### src/design/xbar_pkg.sv
// --------------------
// AXI read crossbar shared types
// --------------------
package xbar_pkg;

    // --------------------
    // bus widths
    // --------------------
    localparam int ADDR_W = 32;
    localparam int DATA_W = 32;
    localparam int ID_W   = 4;
    localparam int LEN_W  = 8;                 // AXI4 arlen

    typedef logic [ADDR_W-1:0] addr_t;
    typedef logic [DATA_W-1:0] data_t;
    typedef logic [ID_W-1:0]   id_t;
    typedef logic [LEN_W-1:0]  len_t;
    typedef logic [1:0]        resp_t;

    // --------------------
    // response codes
    // --------------------
    localparam resp_t RESP_OKAY   = 2'b00;
    localparam resp_t RESP_DECERR = 2'b11;   // no window hit

    // AR payload, 49 bits
    typedef struct packed {
        id_t        id;
        addr_t      addr;
        len_t       len;
        logic [2:0] size;
        logic [1:0] burst;
    } ar_info_t;

    // R payload, 39 bits
    typedef struct packed {
        id_t   id;
        data_t data;
        resp_t resp;
        logic  last;
    } r_info_t;

endpackage

### src/design/rd_route_if.sv
`timescale 1ns/1ps
// --------------------
// Read routing control bundle
// --------------------
interface rd_route_if import xbar_pkg::*; #(
    parameter int NUM_PORTS = 4
) ();

    localparam int IDX_W = (NUM_PORTS > 1) ? $clog2(NUM_PORTS) : 1;

    logic [IDX_W-1:0] req_target;   // decoded port
    logic             req_decerr;
    logic             req_valid;
    logic             issue_ok;
    logic             issue;        // upstream AR handshake
    logic [IDX_W-1:0] cur_target;   // locked port
    logic             err_mode;
    logic             burst_done;   // R handshake with last
    logic             beat_done;    // any R handshake
    logic             cnt_zero;
    logic             cnt_full;
    len_t             err_len;
    logic             err_last;

    modport router  (output req_target, req_decerr, req_valid, issue, err_len,
                     input issue_ok);
    modport fsm     (input req_target, req_decerr, req_valid, issue, burst_done,
                     cnt_zero, cnt_full, output issue_ok, cur_target, err_mode);
    modport counter (input issue, req_decerr, burst_done, beat_done, err_mode, err_len,
                     output cnt_zero, cnt_full, err_last);
    modport mux     (input cur_target, err_mode, cnt_zero, err_last, issue, req_decerr,
                     output burst_done, beat_done);

endinterface

### src/design/ar_router.sv
`timescale 1ns/1ps
// --------------------
// AR decode and steering
// --------------------
module ar_router import xbar_pkg::*; #(
    parameter int                          NUM_PORTS = 4,
    parameter logic [NUM_PORTS*ADDR_W-1:0] ADDR_BASE = '0,
    parameter logic [NUM_PORTS*ADDR_W-1:0] ADDR_HIGH = '0
) (
    input  ar_info_t             s_ar,
    input  logic                 s_arvalid,
    output logic                 s_arready,
    output ar_info_t             m_ar [NUM_PORTS],
    output logic [NUM_PORTS-1:0] m_arvalid,
    input  logic [NUM_PORTS-1:0] m_arready,
    rd_route_if.router           rt
);

    localparam int IDX_W = (NUM_PORTS > 1) ? $clog2(NUM_PORTS) : 1;

    logic [IDX_W-1:0] target;
    logic             hit;

    // scan high to low so the lowest match is kept
    always_comb begin
        hit    = 1'b0;
        target = '0;
        for (int i = NUM_PORTS - 1; i >= 0; i--) begin
            if (s_ar.addr >= ADDR_BASE[i*ADDR_W +: ADDR_W] &&
                s_ar.addr <= ADDR_HIGH[i*ADDR_W +: ADDR_W]) begin
                hit    = 1'b1;
                target = IDX_W'(i);
            end
        end
    end

    assign rt.req_target = target;
    assign rt.req_decerr = ~hit;
    assign rt.req_valid  = s_arvalid;
    assign rt.err_len    = s_ar.len;                 // beat count for DECERR

    // unmapped requests are taken locally without a downstream ready
    assign s_arready = rt.issue_ok & (~hit | m_arready[target]);
    assign rt.issue  = s_arvalid & s_arready;

    always_comb begin
        for (int i = 0; i < NUM_PORTS; i++) begin
            m_ar[i]      = s_ar;                     // payload to every port
            m_arvalid[i] = s_arvalid & rt.issue_ok & hit & (target == IDX_W'(i));
        end
    end

endmodule

### src/design/rd_route_fsm.sv
`timescale 1ns/1ps
// --------------------
// Target lock FSM
// --------------------
module rd_route_fsm #(
    parameter int NUM_PORTS = 4
) (
    input  logic     clk_sys,
    input  logic     arst_n,
    rd_route_if.fsm  rt
);

    localparam int IDX_W = (NUM_PORTS > 1) ? $clog2(NUM_PORTS) : 1;

    localparam logic [1:0] ST_IDLE = 2'd0;
    localparam logic [1:0] ST_BUSY = 2'd1;     // target locked
    localparam logic [1:0] ST_ERR  = 2'd2;     // DECERR beats going out

    logic [1:0]       state;
    logic [1:0]       state_nxt;
    logic [IDX_W-1:0] target_q;
    logic             same_target;

    assign same_target = ~rt.req_decerr & (rt.req_target == target_q);

    // --------------------
    // issue gate
    // --------------------
    always_comb begin
        case (state)
            ST_IDLE: rt.issue_ok = rt.req_valid;
            ST_BUSY: rt.issue_ok = rt.req_valid & same_target & ~rt.cnt_full;
            default: rt.issue_ok = 1'b0;
        endcase
    end

    always_comb begin
        state_nxt = state;
        case (state)
            ST_IDLE: begin
                if (rt.issue) begin
                    state_nxt = rt.req_decerr ? ST_ERR : ST_BUSY;
                end
            end
            ST_BUSY: begin
                if (rt.cnt_zero && !rt.issue) begin
                    state_nxt = ST_IDLE;              // drained
                end
            end
            ST_ERR: begin
                if (rt.burst_done) begin
                    state_nxt = ST_IDLE;
                end
            end
            default: state_nxt = ST_IDLE;
        endcase
    end

    always_ff @(posedge clk_sys or negedge arst_n) begin
        if (!arst_n) begin
            state    <= ST_IDLE;
            target_q <= '0;
        end else begin
            state <= state_nxt;
            if (rt.issue && state == ST_IDLE) begin
                target_q <= rt.req_target;            // lock on first burst
            end
        end
    end

    assign rt.cur_target = target_q;
    assign rt.err_mode   = (state == ST_ERR);

    // DECERR beats never share the R channel with routed bursts
    a_err_drained: assert property (@(posedge clk_sys) disable iff (!arst_n)
        rt.err_mode |-> rt.cnt_zero);

endmodule

### src/design/rd_txn_counter.sv
`timescale 1ns/1ps
// --------------------
// Outstanding burst counter
// --------------------
module rd_txn_counter import xbar_pkg::*; #(
    parameter int NUM_OUTSTANDING = 4
) (
    input  logic        clk_sys,
    input  logic        arst_n,
    rd_route_if.counter rt
);

    localparam int CNT_W = $clog2(NUM_OUTSTANDING + 1);

    logic [CNT_W-1:0] cnt;
    len_t             err_cnt;
    logic             inc;
    logic             dec;

    assign inc = rt.issue & ~rt.req_decerr;        // routed bursts only
    assign dec = rt.burst_done & ~rt.err_mode;

    always_ff @(posedge clk_sys or negedge arst_n) begin
        if (!arst_n) begin
            cnt <= '0;
        end else if (inc && !dec) begin
            cnt <= cnt + 1'b1;
        end else if (dec && !inc) begin
            cnt <= cnt - 1'b1;
        end
    end

    // --------------------
    // DECERR beat countdown
    // --------------------
    always_ff @(posedge clk_sys or negedge arst_n) begin
        if (!arst_n) begin
            err_cnt <= '0;
        end else if (rt.issue && rt.req_decerr) begin
            err_cnt <= rt.err_len;
        end else if (rt.beat_done && rt.err_mode && err_cnt != '0) begin
            err_cnt <= err_cnt - 1'b1;
        end
    end

    assign rt.cnt_zero = (cnt == '0);
    assign rt.cnt_full = (cnt == CNT_W'(NUM_OUTSTANDING));
    assign rt.err_last = (err_cnt == '0);

    a_no_inc_full: assert property (@(posedge clk_sys) disable iff (!arst_n)
        inc |-> !rt.cnt_full);

    // R last with nothing outstanding means a stray burst downstream
    a_no_dec_zero: assert property (@(posedge clk_sys) disable iff (!arst_n)
        dec |-> !rt.cnt_zero);

endmodule

### src/design/r_return_mux.sv
`timescale 1ns/1ps
// --------------------
// R return path
// --------------------
module r_return_mux import xbar_pkg::*; #(
    parameter int NUM_PORTS = 4
) (
    input  logic                 clk_sys,
    input  logic                 arst_n,
    output r_info_t              s_r,
    output logic                 s_rvalid,
    input  logic                 s_rready,
    input  r_info_t              m_r [NUM_PORTS],
    input  logic [NUM_PORTS-1:0] m_rvalid,
    output logic [NUM_PORTS-1:0] m_rready,
    input  id_t                  err_id,
    rd_route_if.mux              rt
);

    localparam int IDX_W = (NUM_PORTS > 1) ? $clog2(NUM_PORTS) : 1;

    id_t     err_id_q;
    r_info_t err_beat;
    logic    route_en;

    always_ff @(posedge clk_sys) begin
        if (rt.issue && rt.req_decerr) begin
            err_id_q <= err_id;                   // arid of the unmapped request
        end
    end

    assign err_beat = '{id: err_id_q, data: '0, resp: RESP_DECERR, last: rt.err_last};

    // only while bursts are outstanding to the locked port
    assign route_en = ~rt.cnt_zero & ~rt.err_mode;

    assign s_r      = rt.err_mode ? err_beat : m_r[rt.cur_target];
    assign s_rvalid = rt.err_mode | (route_en & m_rvalid[rt.cur_target]);

    always_comb begin
        for (int i = 0; i < NUM_PORTS; i++) begin
            m_rready[i] = route_en & s_rready & (rt.cur_target == IDX_W'(i));
        end
    end

    assign rt.beat_done  = s_rvalid & s_rready;
    assign rt.burst_done = rt.beat_done & s_r.last;

    // stalled beat stays put, routed or local
    a_r_hold: assert property (@(posedge clk_sys) disable iff (!arst_n)
        s_rvalid && !s_rready |=> s_rvalid && $stable(s_r));

endmodule

### src/design/axi_rd_xbar_top.sv
`timescale 1ns/1ps
// --------------------
// AXI4 read crossbar, 1 to N
// --------------------
module axi_rd_xbar_top import xbar_pkg::*; #(
    parameter int NUM_PORTS       = 4,                  // 1 ~ 4
    parameter int NUM_OUTSTANDING = 4,
    parameter logic [NUM_PORTS*ADDR_W-1:0] ADDR_BASE = {32'h3000_0000, 32'h2000_0000,
                                                        32'h1000_0000, 32'h0000_0000},
    parameter logic [NUM_PORTS*ADDR_W-1:0] ADDR_HIGH = {32'h3000_ffff, 32'h2000_ffff,
                                                        32'h1000_ffff, 32'h0000_ffff}
) (
    input  logic                        clk_sys,
    input  logic                        arst_n,
    // upstream AR
    input  id_t                         s_arid,
    input  addr_t                       s_araddr,
    input  len_t                        s_arlen,
    input  logic [2:0]                  s_arsize,
    input  logic [1:0]                  s_arburst,
    input  logic                        s_arvalid,
    output logic                        s_arready,
    // upstream R
    output id_t                         s_rid,
    output data_t                       s_rdata,
    output resp_t                       s_rresp,
    output logic                        s_rlast,
    output logic                        s_rvalid,
    input  logic                        s_rready,
    // downstream AR, packed per port
    output logic [NUM_PORTS*ID_W-1:0]   m_arid,
    output logic [NUM_PORTS*ADDR_W-1:0] m_araddr,
    output logic [NUM_PORTS*LEN_W-1:0]  m_arlen,
    output logic [NUM_PORTS*3-1:0]      m_arsize,
    output logic [NUM_PORTS*2-1:0]      m_arburst,
    output logic [NUM_PORTS-1:0]        m_arvalid,
    input  logic [NUM_PORTS-1:0]        m_arready,
    // downstream R, packed per port
    input  logic [NUM_PORTS*ID_W-1:0]   m_rid,
    input  logic [NUM_PORTS*DATA_W-1:0] m_rdata,
    input  logic [NUM_PORTS*2-1:0]      m_rresp,
    input  logic [NUM_PORTS-1:0]        m_rlast,
    input  logic [NUM_PORTS-1:0]        m_rvalid,
    output logic [NUM_PORTS-1:0]        m_rready
);

    ar_info_t s_ar;
    ar_info_t m_ar [NUM_PORTS];
    r_info_t  s_r;
    r_info_t  m_r  [NUM_PORTS];

    rd_route_if #(.NUM_PORTS(NUM_PORTS)) rt ();

    // --------------------
    // field packing
    // --------------------
    assign s_ar = '{id: s_arid, addr: s_araddr, len: s_arlen,
                    size: s_arsize, burst: s_arburst};

    assign s_rid   = s_r.id;
    assign s_rdata = s_r.data;
    assign s_rresp = s_r.resp;
    assign s_rlast = s_r.last;

    for (genvar i = 0; i < NUM_PORTS; i++) begin : g_port
        assign m_arid[i*ID_W +: ID_W]       = m_ar[i].id;
        assign m_araddr[i*ADDR_W +: ADDR_W] = m_ar[i].addr;
        assign m_arlen[i*LEN_W +: LEN_W]    = m_ar[i].len;
        assign m_arsize[i*3 +: 3]           = m_ar[i].size;
        assign m_arburst[i*2 +: 2]          = m_ar[i].burst;
        assign m_r[i] = '{id: m_rid[i*ID_W +: ID_W], data: m_rdata[i*DATA_W +: DATA_W],
                          resp: m_rresp[i*2 +: 2], last: m_rlast[i]};
    end

    // --------------------
    // instances
    // --------------------
    ar_router #(
        .NUM_PORTS (NUM_PORTS),
        .ADDR_BASE (ADDR_BASE),
        .ADDR_HIGH (ADDR_HIGH)
    ) u_ar_router (
        .s_ar      (s_ar),
        .s_arvalid (s_arvalid),
        .s_arready (s_arready),
        .m_ar      (m_ar),
        .m_arvalid (m_arvalid),
        .m_arready (m_arready),
        .rt        (rt.router)
    );

    rd_route_fsm #(.NUM_PORTS(NUM_PORTS)) u_rd_route_fsm (
        .clk_sys (clk_sys),
        .arst_n  (arst_n),
        .rt      (rt.fsm)
    );

    rd_txn_counter #(.NUM_OUTSTANDING(NUM_OUTSTANDING)) u_rd_txn_counter (
        .clk_sys (clk_sys),
        .arst_n  (arst_n),
        .rt      (rt.counter)
    );

    r_return_mux #(.NUM_PORTS(NUM_PORTS)) u_r_return_mux (
        .clk_sys  (clk_sys),
        .arst_n   (arst_n),
        .s_r      (s_r),
        .s_rvalid (s_rvalid),
        .s_rready (s_rready),
        .m_r      (m_r),
        .m_rvalid (m_rvalid),
        .m_rready (m_rready),
        .err_id   (s_arid),          // held with the DECERR AR
        .rt       (rt.mux)
    );

endmodule

### config.mk
export PLATFORM = sky130hd
export DESIGN_NAME = axi_rd_xbar_top
export DESIGN_NICKNAME = d
export VERILOG_FILES = /design/src/design/xbar_pkg.sv /design/src/design/rd_route_if.sv /design/src/design/ar_router.sv /design/src/design/rd_route_fsm.sv /design/src/design/rd_txn_counter.sv /design/src/design/r_return_mux.sv /design/src/design/axi_rd_xbar_top.sv
export SDC_FILE = /design/constraint.sdc
export NUM_CORES = 1
export LEC_CHECK = 0
export BUFFER_PORTS_ARGS = -buffer_cell sky130_fd_sc_hd__buf_2
export CORE_AREA = 2 2 179 181
export CTS_BUF_LIST = sky130_fd_sc_hd__clkbuf_8 sky130_fd_sc_hd__clkbuf_16
export DETAILED_ROUTE_END_ITERATION = 7
export DIE_AREA = 0 0 181 183
export GPL_ROUTABILITY_DRIVEN = 0
export GPL_TIMING_DRIVEN = 0
export SYNTH_ARGS = -nofsm -noshare
export SYNTH_HDL_FRONTEND = slang
export SYNTH_SLANG_ARGS = --single-unit
### constraint.sdc
create_clock -name clk_sys -period 3.6 [get_ports clk_sys]
set_input_delay 0.72 -clock clk_sys [delete_from_list [all_inputs] [get_ports clk_sys]]
set_output_delay 0.72 -clock clk_sys [all_outputs]
set_load 0.02 [all_outputs]
==> results of run 1 <==
-- power by group through the flow --
stage	clock network, mW	logic, mW	registers, mW
floorplan	0	0.898	0.340
global placement	0	1.43	0.357
detailed placement	0	1.44	0.359
CTS	0.255	1.44	0.356
global route	0.263	1.53	0.367
finish	0.240	1.41	0.357
-- cell type report --
cell class,instances,area [sq um],share of cell area
Antenna cell,1,2.50,0.000372
Buffer,213,1540,0.230
Clock buffer,3,75.1,0.0112
Clock inverter,1,5.00,0.000745
Inverter,8,30.0,0.00447
Multi-Input combinational cell,184,1870,0.278
Sequential cell,19,495,0.0737
Tap cell,402,503,0.0749
Timing Repair Buffer,439,2200,0.327
-- cells by family after synthesis --
| kind of cell | synth area share |
|---|---|
| multiplexers | 0.243 |
| XOR/XNOR | 0.0134 |
| adder cells (fa/ha/maj) | 0.0114 |
| flip-flops | 0.126 |
| AND/OR/NAND/NOR | 0.158 |
| buffers and inverters | 0.400 |
| AO/OA/AOI/OAI | 0.0493 |
-- placed cells by master, fill, tap and decap left out, types with 2 or more instances in the layout --
| master | synthesis | layout |
|---|---|---|
| a21oi_1 | 3 | 3 |
| nor4_1 | 3 | 3 |
| clkbuf_1 | 10 | 10 |
| nor2_1 | 10 | 10 |
| clkbuf_16 | 0 | 3 |
| or3_1 | 4 | 4 |
| buf_2 | 6 | 445 |
| nand2_1 | 23 | 23 |
| edfxtp_1 | 4 | 4 |
| o21ai_0 | 4 | 4 |
| dfrtp_1 | 15 | 15 |
| mux4_2 | 41 | 41 |
| and2_1 | 34 | 34 |
| nand3_1 | 4 | 4 |
| nor3_1 | 7 | 7 |
| a31oi_1 | 2 | 2 |
| a32o_1 | 2 | 2 |
| xnor2_1 | 2 | 2 |
| a221o_1 | 3 | 3 |
| inv_1 | 8 | 8 |
| o22ai_1 | 2 | 2 |
| or2_2 | 3 | 3 |
| a211o_1 | 2 | 2 |
| xor2_1 | 4 | 4 |
| and3_1 | 2 | 2 |
| mux2_2 | 2 | 2 |
| nor3b_1 | 3 | 3 |
| buf_4 | 196 | 196 |
| ha_1 | 2 | 2 |
-- flip-flops by register name, indices dropped and copies added (netlist names) --
signal,count
u_r_return_mux.err_id_q,4
u_rd_route_fsm.rt.cur_target,2
u_rd_route_fsm.state,2
u_rd_txn_counter.cnt,3
u_rd_txn_counter.err_cnt,8
-- per-layer routing --
| layer | global-route usage | up-vias | wire, um |
|---|---|---|---|
| li1 | - | 2176 | - |
| met1 | 0.126 | 2153 | 7440 |
| met2 | 0.169 | 248 | 8990 |
| met3 | 0.0254 | 14 | 1800 |
| met4 | 0.0120 | 4 | 138 |
| met5 | 0 | - | 23 |
-- Yosys cell counts (2+ instances only) --
library cell	n	share of area
buf_4	196	0.37
or2_2	3	0.0048
or3_1	4	0.0064
a211o_1	2	0.0045
a21oi_1	3	0.0038
nor3_1	7	0.0089
and3_1	2	0.0032
nand3_1	4	0.0051
xor2_1	4	0.0089
mux4_2	41	0.23
and2_1	34	0.054
a31oi_1	2	0.0032
nor4_1	3	0.0048
a32o_1	2	0.0051
clkbuf_1	10	0.0095
nor2_1	10	0.0095
o21ai_0	4	0.0051
o22ai_1	2	0.0032
mux2_2	2	0.0057
ha_1	2	0.0064
buf_2	6	0.0076
xnor2_1	2	0.0045
a221o_1	3	0.0076
inv_1	8	0.0076
nor3b_1	3	0.0057
dfrtp_1	15	0.095
nand2_1	23	0.022
edfxtp_1	4	0.031
-- worst max-delay path: stages, from the launching register on --
cell and delay (ns):
dfrtp_1 0.31, clkbuf_1 0.66, buf_1 0.71, mux4_2 0.42
nand2_1 0.09, nand2_1 0.06, buf_2 0.15
-- stage by stage --
stage	util	setup slack [ns]	instances	instance area, sq um	hold WS, ns
2_1_floorplan	-	0.755	424	3940	0.424
3_3_place_gp	0.213	0.123	1265	6640	0.504
3_5_place_dp	0.213	0.121	1265	6640	0.507
4_1_cts	0.215	0.182	1269	6720	0.367
5_1_grt	0.215	0.0571	1269	6720	0.386
6_report	0.215	0.214	1270	6720	0.371
-- worst paths after layout --
| kind | endpoint | slack, ns |
|---|---|---|
| max | s_rid[1] | 0.21 |
| min | u_rd_txn_counter.err_cnt[0] | 0.37 |
| max reg2reg | u_rd_txn_counter.cnt[2] | 0.53 |
| min in group clk_sys | u_rd_txn_counter.cnt[2] | 0.51 |
| max in group asynchronous | u_rd_route_fsm.rt.cur_target[0] | 2.94 |
| min reg2reg | u_rd_txn_counter.cnt[2] | 0.51 |
==> summary.md, run 1 <==
| Metric | Value |
|---|---|
| Status | complete, no violations |
| FF-to-FF Start | u_rd_route_fsm.rt.cur_target[1] |
| Setup Crit Path Kind | reg2out |
| Setup-failing EPs final | 0 |
| CTS max path bufs | 2 |
| Postcts setup bufs | 0 |
| Logic pwr share | 0.703 |
| Int Pwr | 1.03 mW |
| Worst skew pair latency | about 0.26 ns |
| Final #Nets | 1088 |
| Vias in the first global route | 4067 |
| EDFF count, synth | 4 |
| Mapped Avg Cell Area | 9.28 sq um |
| Gr usage total | 0.0976 |
| Global route overflow | 0 |
| Synth Instances | 424 |
| CP endpoint kind | output port |
| PortBufs | about 440 |
| Slew Limit Fails | 0 |
| Syn Nets | 644 |
| CTS tree | done |
| Max cap viols | 0 |
| Sequential power share | 0.177 |
| Hold_buf cts | 0 |
| Sequential fraction of the synthesis area | 0.126 |
| Worst Skew | approximately 0.012 ns |
| Pre-antenna DRT Iters | 4 |
| CP max FO | 10 |
| Area of the core | 0.0312 sq mm |
| Root Buffer | clkbuf_16 |
| Synthesis-stage register bit count | 19 |
| P per Cell Area | approximately 300 mW/mm^2 |
| Num rows | 65 |
| Die W | roughly 180 um |
| Post-Route Setup TNS | 0 ns |
| Syn. warnings | 0 |
| Dpl hpwl | 16200 um |
| Clock period minus worst slack | 3.39 ns |
| Period utilization | 0.941 |
| Switching Fraction | 0.487 |
| Drt wl/cell | 14.5 um |
| Share of cells above drive strength 1 | 0.805 |
| Post-synth ARST share | 0.789 |
| Ports | ~460 |
| WP data required | 2.88 ns |
| First-pass GRT wire length | between 20000 and 25000 um |
| Reg2reg path depth | 11 |
| CP startpoint | u_rd_route_fsm.rt.cur_target[1] |
| Vias | 4595 |
| VDD IR max | 0.186 mV |
| Tightest Pin Transition | 0.887 ns |
| Pwr Total | around 2.0 mW |
| Fillcell total | 3523 |
| Post-CTS resize count | 0 |
| Die area | 0.0331 sq mm |
| Cell variety after synth | between 50 and 60 |
| Area growth syn-to-layout | 70.7% |
| Largest net degree at the start of global routing | 16 |
| Psw | about 1 mW |
| CTS clk-pin slew, worst paths | 0.07 ns |
| RSZ-0062 raised after global routing | false |
| CTS Buf Count | 3 |
| Chip height | 183 um |
| Initial Util | 0.126 |
| Final ANT Viol Nets | 0 |
| Clock sink count | 19 |
| Worst Path Arrival | 2.67 ns |
| Worst hold path type | in2async |
| Critical path launch point type | register |
| Post-synthesis instance area | 0.00394 sq mm |
| Maximum clock frequency | 295 MHz |
| Most used DFF post-synth | dfrtp_1 |
| H-Tree Depth | 1 |
| Drt drc | 0 |
| Final Hold Vio Count | 0 |
| Rel. slew slack | 0.409 |
| Drt via density | roughly 3.6 |
| Antenna violations before repair | 4 |
| Clock share of power | 0.119 |
| P_leak | between 3 and 4 nW |
| Drt initial violations | 204 |
| DRT Wirelength | 18400 um |
(Power assumes the default switching activity.)
==> run 2: changes to the inputs <==
- RECOVER_POWER: not set -> 25
- SKIP_CTS_REPAIR_TIMING: not set -> 1
==> run 2 against run 1 <==
Compared with the run above: core utilization decreased by 0.22 points; power decreased by 0.49%; highest routed layer unchanged; global-route usage unchanged; clock skew about the same; critical path depth unchanged; worst setup slack improved by 0.013 ns; fmax increased by 0.37%; worst hold slack improved by 0.14 ns; sequential power about the same; cell area decreased by 1.0%; largest power group unchanged; via count increased by 0.11%; final cell count unchanged.
==> summary.md, run 2 (synthesized netlist as in run 1, its figures left out) <==
| Metric | Value |
|---|---|
| Tightest Pin Transition | 0.920 ns (+0.0328 ns) |
| Worst Path Arrival | 2.65 ns (-0.02 ns) |
| Slew Limit Fails | 0 (unchanged) |
| Hold Crit Start | u_rd_txn_counter.cnt[2] |
| Gr usage total | 0.0976 (unchanged) |
| Period utilization | 0.937 (-0.00348) |
| Met1 WL | 7520 um (+1.0%) |
| Drt via density | 3.62 (+0.11%) |
| Status | complete, no violations |
| CP top delay family | buffers and inverters |
| P per Cell Area | 301 mW/mm^2 (+0.56%) |
| Highest routed layer | met5 |
| Top Registers | u_rd_txn_counter.err_cnt (8), u_r_return_mux.err_id_q (4), u_rd_txn_counter.cnt (3) |
| Root Buffer | clkbuf_16 |
| CP endpoint kind | output port |
| Final ANT Viol Nets | 0 (unchanged) |
| Global route overflow | 0 (unchanged) |
| Reg2reg path depth | 11 (unchanged) |
| Worst slack at placement | 0.121 ns (unchanged) |
| Area of the core | 0.0312 sq mm (unchanged) |
| Area growth syn-to-layout | 68.9% |
| Vias in the first global route | 4067 (unchanged) |
| Worst hold path type | reg2reg |
| FF-to-FF End | u_rd_txn_counter.cnt[2] |
| FF-to-FF Start | u_rd_route_fsm.rt.cur_target[1] |
| Met3 wire len | 1740 um (-2.9%) |
| WP data required | 2.88 ns (about the same) |
| Pre-antenna DRT Iters | 4 (unchanged) |
| VDD IR max | 0.186 mV (-0.26%) |
| Ports | 462 (unchanged) |
| Dpl hpwl | 16200 um (unchanged) |
| Post-Route Setup TNS | 0 ns (unchanged) |
| Crit path cell chain | clkbuf_1, buf_1, mux4_2, nand2_1, nand2_1, buf_2 |
| Dpl cells | 1265 (unchanged) |
| Stages on the worst setup path | 6 (unchanged) |
| Cell Count, Final, Fillers Out | 1270 (unchanged) |
| Commonest non-fill, non-tap cell in the layout | buf_2 |
| CP startpoint | u_rd_route_fsm.rt.cur_target[1] |
| Drt drc | 0 (unchanged) |
| Critical path launch point type | register |
| CP max FO | 10 (unchanged) |
| CP endpoint | s_rid[1] |
| Clock sink count | 19 (unchanged) |
| Initial Util | 0.126 (unchanged) |
| Largest register FFs | 8 (unchanged) |
| Die area | 0.0331 sq mm (unchanged) |
| Fillcell total | 3531 (+0.23%) |
| R2r setup slk | 0.53 ns (about the same) |
| PortBufs | 439 (unchanged) |
| Share of cells above drive strength 1 | 0.740 (-0.0646) |
| Final #Nets | 1088 (unchanged) |
| Num rows | 65 (unchanged) |
| Max cap viols | 0 (unchanged) |
| CTS max path bufs | 2 (unchanged) |
| H-Tree Depth | 1 (unchanged) |
| Setup Crit Path Kind | reg2out |
| Commonest cells after routing, fill and taps aside | buf_2 (389), buf_4 (196), clkbuf_1 (66) |
| First-pass GRT wire length | 24500 um (unchanged) |
| RSZ-0062 raised after global routing | false |
| Hold_ws | 0.515 ns (+0.144 ns) |
| Die W | 181 um (unchanged) |
| Largest net degree at the start of global routing | 16 (unchanged) |
| Maximum clock frequency | 296 MHz (+0.37%) |
| Worst Skew | 0.0121 ns (-0.000269 ns) |
| Most numerous cell on the critical path | nand2_1 |
| CTS tree | done |
| Worst setup margin | 0.226 ns (+0.0125 ns) |
| Worst skew pair latency | 0.26 ns (about the same) |
| P_leak | 3.51 nW (-4.2%) |
| Rel. slew slack | 0.387 (-0.0219) |
| Antenna violations before repair | 4 (unchanged) |
| Setup-failing EPs final | 0 (unchanged) |
| Final Hold Vio Count | 0 (unchanged) |
| Bufs and invs on worst path | 3 (unchanged) |
| Drt wl/cell | 14.5 um (+0.11%) |
| CTS Buf Count | 3 (unchanged) |
| DRT Wirelength | 18400 um (+0.11%) |
| Clock period minus worst slack | 3.37 ns (-0.0125 ns) |
| Largest stage delay on the critical path | 0.70 ns (about the same) |
| Chip height | 183 um (unchanged) |
| Vias | 4600 (+0.11%) |
| Met2 WL | 8990 um (about the same) |
| Drt initial violations | 212 (+3.9%) |
| Critical-path top delay cell | buf_1 |
| CTS clk-pin slew, worst paths | 0.05 ns (-0.02 ns) |
| Reg with most FFs | u_rd_txn_counter.err_cnt |
==> run 2: changes by cell type in the layout (fill, tap and decap cells not counted) <==
cell / delta
buf_2: -56
clkbuf_1: +56
==> run 2: through the flow <==
stage	cell area [sq um]	util	power, mW
after floorplan	3940	-	1.24
after global placement	6640	0.213	1.78
after detailed placement	6640	0.213	1.80
after global routing	6650	0.213	2.15
final	6650	0.213	2.00
after CTS	6720	0.215	2.05
==> run 2: layout make-up <==
| cell class | count | area [sq um] | share of cell area |
|---|---|---|---|
| clock inverter | 1 | 5.00 | 0.000753 |
| timing repair buffer | 439 | 2130 | 0.320 |
| tap | 402 | 503 | 0.0756 |
| inverter | 8 | 30.0 | 0.00452 |
| sequential | 19 | 495 | 0.0745 |
| clock buffer | 3 | 75.1 | 0.0113 |
| multi-input combinational | 184 | 1870 | 0.281 |
| buffer | 213 | 1540 | 0.232 |
| antenna | 1 | 2.50 | 0.000376 |
==> run 2: routing by layer <==
metal  GRT usage  up-vias
li1            -     2176
met1       0.126     2156
met2       0.169      250
met3      0.0254       14
met4      0.0120        4
met5           0        -
==> run 2: how the worst min path moves through the flow <==
| stage | endpoint | slack [ns] | depth (start not counted) |
|---|---|---|---|
| final | u_rd_txn_counter.cnt[2] | 0.51 | 1 |
| after global placement | u_rd_txn_counter.cnt[2] | 0.50 | 1 |
| after CTS | u_rd_txn_counter.err_cnt[0] | 0.37 | 1 |
| after global routing | u_rd_txn_counter.cnt[2] | 0.55 | 1 |
| after floorplan | u_rd_route_fsm.rt.cur_target[0] | 0.42 | 0 |
| after detailed placement | u_rd_txn_counter.cnt[2] | 0.51 | 1 |
==> run 2: power by group <==
group / total (mW) / internal (mW) / switching (mW)
clock: 0.240 / 0.149 / 0.0906
sequential: 0.357 / 0.278 / 0.0787
combinational: 1.40 / 0.595 / 0.809
==> run 3: changes to the inputs <==
- CORE_AREA: 2 2 179 181 -> 5 5 177 179
- DIE_AREA: 0 0 181 183 -> 0 0 182 184
- clock period: 3.6 -> 3.75 ns (I/O delays scaled with it)
==> run 3 against run 2 <==
Compared with the run above: cell area down 0.19%; critical endpoint is now s_rdata[25]; largest cell class unchanged; critical path type unchanged; sequential share of layout area about the same; via count down 2.1%.
==> summary.md, run 3 (synthesized netlist as in run 1, its figures left out) <==
| Metric | Value |
|---|---|
| Antenna violations before repair | 2 (-2) |
| Chip height | 184 um (+0.55%) |
| CP startpoint | u_rd_route_fsm.rt.cur_target[1] |
| Tightest Pin Transition | 1.00 ns (+0.0851 ns) |
| Initial Util | 0.134 (+0.00784) |
| FF-to-FF Start | u_rd_route_fsm.rt.cur_target[1] |
| Status | complete, no violations |
| Commonest non-fill, non-tap cell in the layout | buf_2 |
| Largest register FFs | 8 (unchanged) |
| Die W | 182 um (+0.55%) |
| Final ANT Viol Nets | 0 (unchanged) |
| Global route overflow | 0 (unchanged) |
| Num rows | 63 (-3.1%) |
| First-pass GRT wire length | 27200 um (+11%) |
| Ports | 462 (unchanged) |
| CTS clk-pin slew, worst paths | 0.06 ns (about the same) |
| CTS tree | done |
| Worst Skew | 0.00133 ns (-0.0107 ns) |
| Final #Nets | 1088 (unchanged) |
| Worst Path Arrival | 2.61 ns (-0.04 ns) |
| Setup Crit Path Kind | reg2out |
| Psw | 0.965 mW (-1.4%) |
| Crit path cell chain | clkbuf_1, clkbuf_1, mux4_2, and2_1, buf_2 |
| Worst hold path type | reg2reg |
| Reg2reg path depth | 11 (unchanged) |
| VDD IR max | 0.143 mV (-23%) |
| P per Cell Area | 294 mW/mm^2 (-2.4%) |
| H-Tree Depth | 1 (unchanged) |
| Commonest cells after routing, fill and taps aside | buf_2 (389), buf_4 (196), clkbuf_1 (66) |
| Drt initial violations | 164 (-23%) |
| Logic pwr share | 0.702 (about the same) |
| Rel. slew slack | 0.330 (-0.0567) |
| P_leak | 3.51 nW (+0.11%) |
| PortBufs | 439 (unchanged) |
| Area of the core | 0.0294 sq mm (-5.9%) |
| DRT Wirelength | 20200 um (+9.6%) |
| CP endpoint kind | output port |
| Pre-antenna DRT Iters | 4 (unchanged) |
| Stages on the worst setup path | 5 (-1) |
| Vias | 4503 (-2.1%) |
| Largest net degree at the start of global routing | 16 (unchanged) |
| Gr usage total | 0.106 (+0.00870) |
| Post-Route Setup TNS | 0 ns (unchanged) |
| Clock share of power | 0.123 (+0.003) |
| Area growth syn-to-layout | 68.6% |
| Reg area | 495 sq um (unchanged) |
| FF-to-FF End | u_rd_txn_counter.cnt[2] |
| Hold path cells | 1 (unchanged) |
| CTS Buf Count | 3 (unchanged) |
| Multi-input logic area | 0.00187 sq mm (unchanged) |
| Bufs and invs on worst path | 3 (unchanged) |
| Reg with most FFs | u_rd_txn_counter.err_cnt |
| Vias in the first global route | 4373 (+7.5%) |
| Share of cells above drive strength 1 | 0.742 (+0.00115) |
| Critical path launch point type | register |
| WP data required | 3.00 ns (+0.12 ns) |
| Final core occ | 0.226 (+0.0128) |
| RSZ-0062 raised after global routing | false |
| Dpl hpwl | 17800 um (+10%) |
| Fillcell total | 3267 (-7.5%) |
| Setup-failing EPs final | 0 (unchanged) |
| Most numerous cell on the critical path | clkbuf_1 |
| Largest stage delay on the critical path | 0.64 ns (-0.06 ns) |
| Final Hold Vio Count | 0 (unchanged) |
| Drt drc | 0 (unchanged) |
| Int Pwr | 0.984 mW (-3.8%) |
| CTS max path bufs | 2 (unchanged) |
| Clock period minus worst slack | approximately 3.4 ns |
| Max cap viols | 0 (unchanged) |
| Period utilization | 0.895 |
| Root Buffer | clkbuf_16 |
| Switching Fraction | 0.495 (+0.00601) |
| Clock sink count | 19 (unchanged) |
| Sequential power share | 0.175 (-0.003) |
| Critical-path top delay cell | clkbuf_1 |
| R2r setup slk | 0.73 ns (+0.20 ns) |
| Die area | 0.0335 sq mm (+1.1%) |
| Drt wl/cell | 16.0 um (+11%) |
| CP top delay family | buffers and inverters |
| Worst skew pair latency | 0.26 ns (about the same) |
| CP endpoint | s_rdata[25] |
| CP max FO | 10 (unchanged) |
| Slew Limit Fails | 0 (unchanged) |
| Top Registers | u_rd_txn_counter.err_cnt (8), u_r_return_mux.err_id_q (4), u_rd_txn_counter.cnt (3) |
| Maximum clock frequency | 298 MHz |
| Drt via density | 3.58 (-1.2%) |
-- run 3: cell types whose count changed in the layout (fill, tap and decap cells not counted), sizes merged --
cell,previous run,this run
clkinv,1,0
clkbuf,69,70
buf,586,585
inv,8,9
-- run 3: worst min path at each step --
stage	to	startpoint	slack, ns
5_1_grt	u_rd_txn_counter.cnt[2]	u_rd_txn_counter.cnt[2]	0.56
6_report	u_rd_txn_counter.cnt[2]	u_rd_txn_counter.cnt[2]	0.53
3_3_place_gp	u_rd_txn_counter.cnt[2]	u_rd_txn_counter.cnt[2]	0.50
4_1_cts	u_rd_txn_counter.err_cnt[1]	arst_n	0.40
2_1_floorplan	u_rd_route_fsm.rt.cur_target[0]	arst_n	0.45
3_5_place_dp	u_rd_txn_counter.cnt[2]	u_rd_txn_counter.cnt[2]	0.52
-- run 3: power groups by stage --
| stage | combinational [mW] | clock (mW) | sequential (mW) |
|---|---|---|---|
| global placement | 1.40 | 0 | 0.342 |
| detailed placement | 1.41 | 0 | 0.343 |
| finish | 1.37 | 0.239 | 0.342 |
| floorplan | 0.862 | 0 | 0.326 |
| CTS | 1.41 | 0.258 | 0.341 |
| global route | 1.49 | 0.260 | 0.351 |
-- run 3: cell type report --
class | instances | area share
timing repair buffer | 439 | 0.321
multi-input combinational | 184 | 0.281
buffer | 213 | 0.233
sequential | 19 | 0.0747
tap | 390 | 0.0735
clock buffer | 3 | 0.0113
inverter | 8 | 0.00452
clock inverter | 1 | 0.000943
antenna | 1 | 0.000377
-- run 3: per-stage QoR --
stage	power [mW]	hold slack (ns)	std cells	setup WS [ns]	area (sq um)
2_1_floorplan	1.19	0.454	424	0.845	3940
3_3_place_gp	1.74	0.496	1253	0.358	6620
3_5_place_dp	1.75	0.516	1253	0.349	6620
4_1_cts	2.01	0.398	1257	0.0603	6700
5_1_grt	2.10	0.558	1257	0.224	6630
6_report	1.95	0.528	1258	0.395	6640
-- run 3: routing by layer --
layer / part of all wire / track usage
met5: 0.00069 / 0
met4: 0.014 / 0.0174
met3: 0.083 / 0.0202
met2: 0.51 / 0.192
met1: 0.39 / 0.134
